### src/nird_pkg.sv
package nird_pkg;

  localparam int PIX_W  = 8;
  localparam int N_DIR  = 8;
  localparam int CODE_W = 4;
  // holds a full-scale 15x15 window
  localparam int SUM_W  = 16;

  typedef logic [PIX_W-1:0]  pixel_t;
  typedef logic [SUM_W-1:0]  sum_t;
  // 0..8 uniform, 9 non-uniform
  typedef logic [CODE_W-1:0] code_t;
  typedef logic [N_DIR-1:0]  pattern_t;

  // bit positions, counter-clockwise from east
  typedef enum logic [2:0] {
    DIR_E,
    DIR_NE,
    DIR_N,
    DIR_NW,
    DIR_W,
    DIR_SW,
    DIR_S,
    DIR_SE
  } dir_e;

  typedef struct packed {
    pixel_t [N_DIR-1:0] outer;
    pixel_t [N_DIR-1:0] inner;
  } ring_t;

  typedef struct packed {
    logic  valid;
    logic  last;
    ring_t ring;
    sum_t  sum;
  } sampled_t;

  typedef struct packed {
    logic     valid;
    logic     last;
    pattern_t ni;
    pattern_t rd;
  } bits_t;

endpackage

### src/window_buffer.sv
module window_buffer
  import nird_pkg::*;
#(
  parameter int COLS   = 8,
  parameter int ROWS   = 8,
  parameter int RADIUS = 2
) (
  input  logic                            clk_i,
  input  logic                            rst_i,
  input  pixel_t                          pix_i,
  input  logic                            pix_valid_i,
  output pixel_t [2*RADIUS:0][2*RADIUS:0] win_o,
  output logic                            win_valid_o,
  output logic                            win_last_o
);

  localparam int SIDE = 2 * RADIUS + 1;
  localparam int CW   = $clog2(COLS + 1);
  localparam int RW   = $clog2(ROWS + 1);

  // position of the next pixel to be accepted
  logic [CW-1:0] col_q;
  logic [RW-1:0] row_q;
  logic          col_end;
  logic          row_end;
  logic          win_ok;

  // accepted pixel and its flags
  pixel_t pix_q;
  logic   acc_q;
  logic   ok_q;
  logic   last_q;

  // line k holds the row k+1 above the incoming one
  pixel_t [COLS-1:0] line_q [2*RADIUS];
  pixel_t [SIDE-1:0] new_col;

  assign col_end = (col_q == CW'(COLS - 1));
  assign row_end = (row_q == RW'(ROWS - 1));
  assign win_ok  = (col_q >= CW'(2 * RADIUS)) && (row_q >= RW'(2 * RADIUS));

  always_ff @(posedge clk_i) begin
    if (rst_i) begin
      col_q       <= '0;
      row_q       <= '0;
      acc_q       <= 1'b0;
      ok_q        <= 1'b0;
      last_q      <= 1'b0;
      win_valid_o <= 1'b0;
      win_last_o  <= 1'b0;
    end else begin
      acc_q       <= pix_valid_i;
      ok_q        <= pix_valid_i && win_ok;
      last_q      <= pix_valid_i && win_ok && col_end && row_end;
      win_valid_o <= ok_q;
      win_last_o  <= last_q;
      if (pix_valid_i) begin
        if (col_end) begin
          col_q <= '0;
          row_q <= row_end ? '0 : row_q + 1'b1;
        end else begin
          col_q <= col_q + 1'b1;
        end
      end
    end
  end

  always_ff @(posedge clk_i) begin
    pix_q <= pix_i;
  end

  // bottom row is the current one, upper rows come from the line buffers
  always_comb begin
    new_col[SIDE-1] = pix_q;
    for (int k = 0; k < 2 * RADIUS; k++) begin
      new_col[SIDE-2-k] = line_q[k][COLS-1];
    end
  end

  always_ff @(posedge clk_i) begin
    if (acc_q) begin
      line_q[0] <= {line_q[0][COLS-2:0], pix_q};
      for (int k = 1; k < 2 * RADIUS; k++) begin
        line_q[k] <= {line_q[k][COLS-2:0], line_q[k-1][COLS-1]};
      end
      // newest column enters on the east side
      for (int r = 0; r < SIDE; r++) begin
        win_o[r] <= {new_col[r], win_o[r][SIDE-1:1]};
      end
    end
  end

endmodule

### src/patch_sampler.sv
module patch_sampler
  import nird_pkg::*;
#(
  parameter int RADIUS = 2
) (
  input  logic                            clk_i,
  input  logic                            rst_i,
  input  pixel_t [2*RADIUS:0][2*RADIUS:0] win_i,
  input  logic                            win_valid_i,
  input  logic                            win_last_i,
  output sampled_t                        sampled_o
);

  localparam int SIDE = 2 * RADIUS + 1;
  localparam int C    = RADIUS;

  typedef pixel_t [SIDE-1:0][SIDE-1:0] win_t;
  typedef pixel_t [N_DIR-1:0] dirs_t;

  // row index grows southward, column index eastward
  function automatic dirs_t ring_at(input win_t win, input int r);
    dirs_t s;
    s[DIR_E]  = win[C][C+r];
    s[DIR_NE] = win[C-r][C+r];
    s[DIR_N]  = win[C-r][C];
    s[DIR_NW] = win[C-r][C-r];
    s[DIR_W]  = win[C][C-r];
    s[DIR_SW] = win[C+r][C-r];
    s[DIR_S]  = win[C+r][C];
    s[DIR_SE] = win[C+r][C+r];
    return s;
  endfunction

  ring_t           ring_d;
  ring_t           ring1_q;
  ring_t           ring2_q;
  sum_t [SIDE-1:0] row_sum_d;
  sum_t [SIDE-1:0] row_sum_q;
  sum_t            total_d;
  sum_t            total_q;
  logic            valid1_q;
  logic            last1_q;
  logic            valid2_q;
  logic            last2_q;

  assign ring_d = '{outer: ring_at(win_i, RADIUS), inner: ring_at(win_i, RADIUS - 1)};

  always_comb begin
    for (int r = 0; r < SIDE; r++) begin
      row_sum_d[r] = '0;
      for (int c = 0; c < SIDE; c++) begin
        row_sum_d[r] = row_sum_d[r] + sum_t'(win_i[r][c]);
      end
    end
  end

  always_comb begin
    total_d = '0;
    for (int r = 0; r < SIDE; r++) begin
      total_d = total_d + row_sum_q[r];
    end
  end

  always_ff @(posedge clk_i) begin
    if (rst_i) begin
      valid1_q <= 1'b0;
      last1_q  <= 1'b0;
      valid2_q <= 1'b0;
      last2_q  <= 1'b0;
    end else begin
      valid1_q <= win_valid_i;
      last1_q  <= win_valid_i && win_last_i;
      valid2_q <= valid1_q;
      last2_q  <= last1_q;
    end
  end

  always_ff @(posedge clk_i) begin
    row_sum_q <= row_sum_d;
    ring1_q   <= ring_d;
    total_q   <= total_d;
    ring2_q   <= ring1_q;
  end

  assign sampled_o = '{valid: valid2_q, last: last2_q, ring: ring2_q, sum: total_q};

endmodule

### src/descriptor_bits.sv
module descriptor_bits
  import nird_pkg::*;
#(
  parameter int RADIUS = 2
) (
  input  logic     clk_i,
  input  logic     rst_i,
  input  sampled_t sampled_i,
  output bits_t    bits_o
);

  // window area, scales a single sample up to the patch sum
  localparam int AREA = (2 * RADIUS + 1) * (2 * RADIUS + 1);

  pattern_t ni_d;
  pattern_t rd_d;
  pattern_t ni_q;
  pattern_t rd_q;
  logic     valid_q;
  logic     last_q;

  // ni compares against the patch mean without a divider
  always_comb begin
    for (int d = 0; d < N_DIR; d++) begin
      ni_d[d] = (sum_t'(sampled_i.ring.outer[d]) * sum_t'(AREA)) >= sampled_i.sum;
      rd_d[d] = sampled_i.ring.outer[d] >= sampled_i.ring.inner[d];
    end
  end

  always_ff @(posedge clk_i) begin
    if (rst_i) begin
      valid_q <= 1'b0;
      last_q  <= 1'b0;
    end else begin
      valid_q <= sampled_i.valid;
      last_q  <= sampled_i.valid && sampled_i.last;
    end
  end

  always_ff @(posedge clk_i) begin
    ni_q <= ni_d;
    rd_q <= rd_d;
  end

  assign bits_o = '{valid: valid_q, last: last_q, ni: ni_q, rd: rd_q};

endmodule

### src/riu2_mapper.sv
module riu2_mapper
  import nird_pkg::*;
(
  input  logic     clk_i,
  input  logic     rst_i,
  input  pattern_t pattern_i,
  input  logic     valid_i,
  input  logic     last_i,
  output code_t    code_o,
  output logic     done_o,
  output logic     frame_done_o
);

  localparam code_t NON_UNIFORM = code_t'(9);

  pattern_t changes;
  code_t    n_change;
  code_t    n_ones;
  code_t    code_d;

  // neighbour bit, wrapping from bit 0 round to the top
  assign changes  = pattern_i ^ {pattern_i[0], pattern_i[N_DIR-1:1]};
  assign n_change = code_t'($countones(changes));
  assign n_ones   = code_t'($countones(pattern_i));

  // uniform patterns have at most two 0/1 transitions
  assign code_d = (n_change <= code_t'(2)) ? n_ones : NON_UNIFORM;

  always_ff @(posedge clk_i) begin
    if (rst_i) begin
      done_o       <= 1'b0;
      frame_done_o <= 1'b0;
    end else begin
      done_o       <= valid_i;
      frame_done_o <= valid_i && last_i;
    end
  end

  always_ff @(posedge clk_i) begin
    code_o <= code_d;
  end

endmodule

### src/nird_top.sv
module nird_top
  import nird_pkg::*;
#(
  parameter int COLS   = 8,
  parameter int ROWS   = 8,
  parameter int RADIUS = 2
) (
  input  logic   clk_i,
  input  logic   rst_i,
  input  pixel_t pix_i,
  input  logic   pix_valid_i,
  output code_t  ni_o,
  output code_t  rd_o,
  output logic   done_o,
  output logic   frame_done_o
);

  pixel_t [2*RADIUS:0][2*RADIUS:0] win;
  logic                            win_valid;
  logic                            win_last;
  sampled_t                        sampled;
  bits_t                           bits;

  window_buffer #(
    .COLS  (COLS),
    .ROWS  (ROWS),
    .RADIUS(RADIUS)
  ) win_buf (
    .clk_i      (clk_i),
    .rst_i      (rst_i),
    .pix_i      (pix_i),
    .pix_valid_i(pix_valid_i),
    .win_o      (win),
    .win_valid_o(win_valid),
    .win_last_o (win_last)
  );

  patch_sampler #(
    .RADIUS(RADIUS)
  ) sampler (
    .clk_i      (clk_i),
    .rst_i      (rst_i),
    .win_i      (win),
    .win_valid_i(win_valid),
    .win_last_i (win_last),
    .sampled_o  (sampled)
  );

  descriptor_bits #(
    .RADIUS(RADIUS)
  ) desc (
    .clk_i    (clk_i),
    .rst_i    (rst_i),
    .sampled_i(sampled),
    .bits_o   (bits)
  );

  // ni mapper carries the output strobes
  riu2_mapper ni_map (
    .clk_i       (clk_i),
    .rst_i       (rst_i),
    .pattern_i   (bits.ni),
    .valid_i     (bits.valid),
    .last_i      (bits.last),
    .code_o      (ni_o),
    .done_o      (done_o),
    .frame_done_o(frame_done_o)
  );

  riu2_mapper rd_map (
    .clk_i       (clk_i),
    .rst_i       (rst_i),
    .pattern_i   (bits.rd),
    .valid_i     (bits.valid),
    .last_i      (bits.last),
    .code_o      (rd_o),
    .done_o      (),
    .frame_done_o()
  );

endmodule

### config.mk
export PLATFORM = sky130hd
export DESIGN_NAME = nird_top
export DESIGN_NICKNAME = d
export VERILOG_FILES = /design/src/nird_pkg.sv /design/src/window_buffer.sv /design/src/patch_sampler.sv /design/src/descriptor_bits.sv /design/src/riu2_mapper.sv /design/src/nird_top.sv
export SDC_FILE = /design/constraint.sdc
export NUM_CORES = 1
export LEC_CHECK = 0
export BUFFER_PORTS_ARGS = -buffer_cell sky130_fd_sc_hd__buf_2
export CORE_MARGIN = 5
export CORE_UTILIZATION = 44
export CTS_CLUSTER_DIAMETER = 200
export DETAILED_ROUTE_END_ITERATION = 16
export GPL_TIMING_DRIVEN = 0
export SLEW_MARGIN = 20
export SYNTH_ARGS = -nofsm -noshare
export SYNTH_HDL_FRONTEND = slang
export SYNTH_HIERARCHICAL = 1
export SYNTH_SLANG_ARGS = --single-unit
### constraint.sdc
create_clock -name clk_i -period 9.5 [get_ports clk_i]
set_input_delay 1.9 -clock clk_i [delete_from_list [all_inputs] [get_ports clk_i]]
set_output_delay 1.9 -clock clk_i [all_outputs]
set_load 0.03 [all_outputs]
==> results.toml <==
[clock_tree]
cts_hold_buf = 0
post_cts.repair.setup_buffers = 0
h-tree-depth = 3
post_cts_resized = 0
path_clk_slew_ns = 0.06
root_buffer = "clkbuf_16"
clock_sinks = 674
cts_max_path_buffers = 3
clock_latency_ns = 0.61
cts_tree = "done"
cts_made_buffers = 74

[route]
vias_per_cell = 4.75
wl_um = 65500
drtIter0Drc = 961
avgRoutedWirePerCell_um = 16.4
num_vias = 19000
drc = 0
ant_nets = 0
dr.pass1.iters = 5

[sta]
maxSlewViolCount = 0
rsz0062_at_grt = "false"
fin_crit_sh = 0.444
setup_viol = 0
fin_worst_skew_ns = 0.0316
hold_viol = 0
slew_headroom = 0.493
worstMarginPinSlew_ns = 0.761
min_period_ns = 4.22
fmax_mhz = 237

[global_route]
antenna_found_initial = 2
grt_pass1_vias = 20000
grt_overflow = 0
grt_max_degree = 59
gr-usage-all-layers = 0.161
grt_pass1_wl_um = 105000

[worst_setup_path]
crit_cells = 17
crit_path_end_kind = "flip-flop"
rrSetupSlack_ns = 5.28
crit_type = "flip-flop to flip-flop"
cp_slowest_cell = "fa_1"
crit_path_cell_trace = "inv_1 > fa_1 > inv_1 > ha_1 > inv_1 > fa_1 > nor2b_1 > o31a_1 > o21a_1 > nor2_1 > xnor2_1 > fa_1 > ha_1 > or3_1 > nor3_1 > nor2_1 > xnor2_1"
cp_data_required_time_ns = 9.98
r2r-end = "sampler/row_sum_q[9]"
max_stage_delay_ns = 0.45
arrival_ns = 4.70
reg2reg_from = "win_buf/win_o[17]"
crit_fanout = 3
r2r_cells = 17
worst_setup_path_start_kind = "flip-flop"
critPathTopFamily = "adder cells"
cp.buffers_inverters = 3

[cells_and_area]
sequential_cell_area_mm2 = 0.0165
fillers = 6737
layout-drive-gt1-share = 0.115
post-route-util = 0.497
fin_nets = 3567
multi_input_comb_area_mm2 = 0.0147
area_growth_pct = 12.1
antenna_cells = 0

[floorplanning]
dieWidth_um = 289
dieArea_mm2 = 0.0835
rows = 102
io_pins = 21
core-area_mm2 = 0.0773
dieHeight_um = 289
initial_core_util = 0.443

[logic_synthesis]
synth_area_per_cell_um2 = 12.3
syn_inst = 2785
yosys_warnings = 6
syn_area_mm2 = 0.0343

[power]
powerDensity_mw_per_mm2 = 291
power_leakage_uw = 0.0180
finalPower_uw = 11200
vdd_drop_max_uv = 534

[flow_run]
cap_violations = 0

[hold_path]
hp-start = "sampler/ring1_q[80]"
holdPathStages = 0
hp-class = "flip-flop to flip-flop"
whs_endpoint = "sampler/sampled_o[96]"

[place]
gp_congestion = 0.853
hpwl_um = 50300
numPortBuffers = 19

[run_status]
status = "finished, final reports clean"
-- state kept, by name, indices dropped and copies added, names as in the netlist, 4 cells and up --
name               flops
desc/ni_q              8
desc/rd_q              8
ni_map/code_o          4
rd_map/code_o          4
sampler/ring1_q      128
sampler/row_sum_q     55
sampler/sampled_o    128
sampler/total_q       14
win_buf/col_q          4
win_buf/line_q       131
win_buf/pix_q          8
win_buf/row_q          4
win_buf/win_o        165
-- metal layers --
metal	vias to the layer above	share of wire	GRT usage
met5	-	0	0
met4	0	0.025	0.0480
met3	112	0.033	0.0234
met2	269	0.49	0.277
met1	9153	0.45	0.211
li1	9421	-	-
-- worst register-to-register path: cells and delay by family, from the launching register on --
| kind | cells | cell delay [ns] |
|---|---|---|
| buffers and inverters | 3 | 0.24 |
| AO/OA/AOI/OAI | 2 | 0.37 |
| XOR/XNOR | 2 | 0.50 |
| adder cells (fa/ha/maj) | 5 | 1.72 |
| AND/OR/NAND/NOR | 5 | 0.87 |
| flip-flops | 1 | 0.41 |
-- per-stage QoR --
step	hold slack (ns)	worst slack (ns)	instances	area (um^2)	setup TNS, ns
CTS	0.319	5.31	3988	38400	0
detailed placement	0.312	5.35	3851	35800	0
global route	0.329	5.04	3988	38400	0
floorplan	0.310	2.05	2786	34300	0
finish	0.319	5.28	3988	38400	0
global placement	0.310	-0.988	3845	35700	-284.23
-- layout by cell type, fill, tap and decap left out, types with 8 or more instances in the layout --
cell and count:
o2111ai_1 14, buf_2 21, a21o_1 46, and3_1 8, a21oi_1 94, nand4_1 10
a211oi_1 27, fa_1 175, nand2b_1 22, clkinv_2 13, o21ai_1 10, buf_4 166
o41ai_2 9, inv_1 498, xnor2_1 100, dfxtp_1 377, clkbuf_16 80, nand2_1 68
clkbuf_8 9, nor3_1 25, o21a_1 12, ha_1 494, or3_1 10, edfxtp_1 296
o21ai_0 58, nor2_1 81, nand3_1 33, clkbuf_1 15, nor2b_1 16, a41o_1 8
xor2_1 33
-- where the power goes --
part	switching (uW)	internal, uW	total, uW
clock network	1190	1790	2980
registers	148	3350	3490
logic	2710	2010	4720
total	4040	7150	11200
-- area by class of cell --
type | count | share of cell area
buffer | 170 | 0.0329
clock buffer | 102 | 0.0566
clock inverter | 35 | 0.0111
inverter | 498 | 0.0487
multi-input combinational | 1444 | 0.382
sequential | 674 | 0.429
tap | 1040 | 0.0339
timing repair buffer | 25 | 0.00638
-- how the worst max path moves through the flow --
stage                             from               endpoint
detailed placement  win_buf/win_o[177]  sampler/row_sum_q[73]
finish               win_buf/win_o[17]   sampler/row_sum_q[9]
global placement         win_buf/acc_q     win_buf/win_o[185]
global route         win_buf/win_o[17]   sampler/row_sum_q[9]
CTS                 win_buf/win_o[177]  sampler/row_sum_q[73]
floorplan                win_buf/acc_q  win_buf/line_q[0][15]
Power figures use the tool's default switching activity.
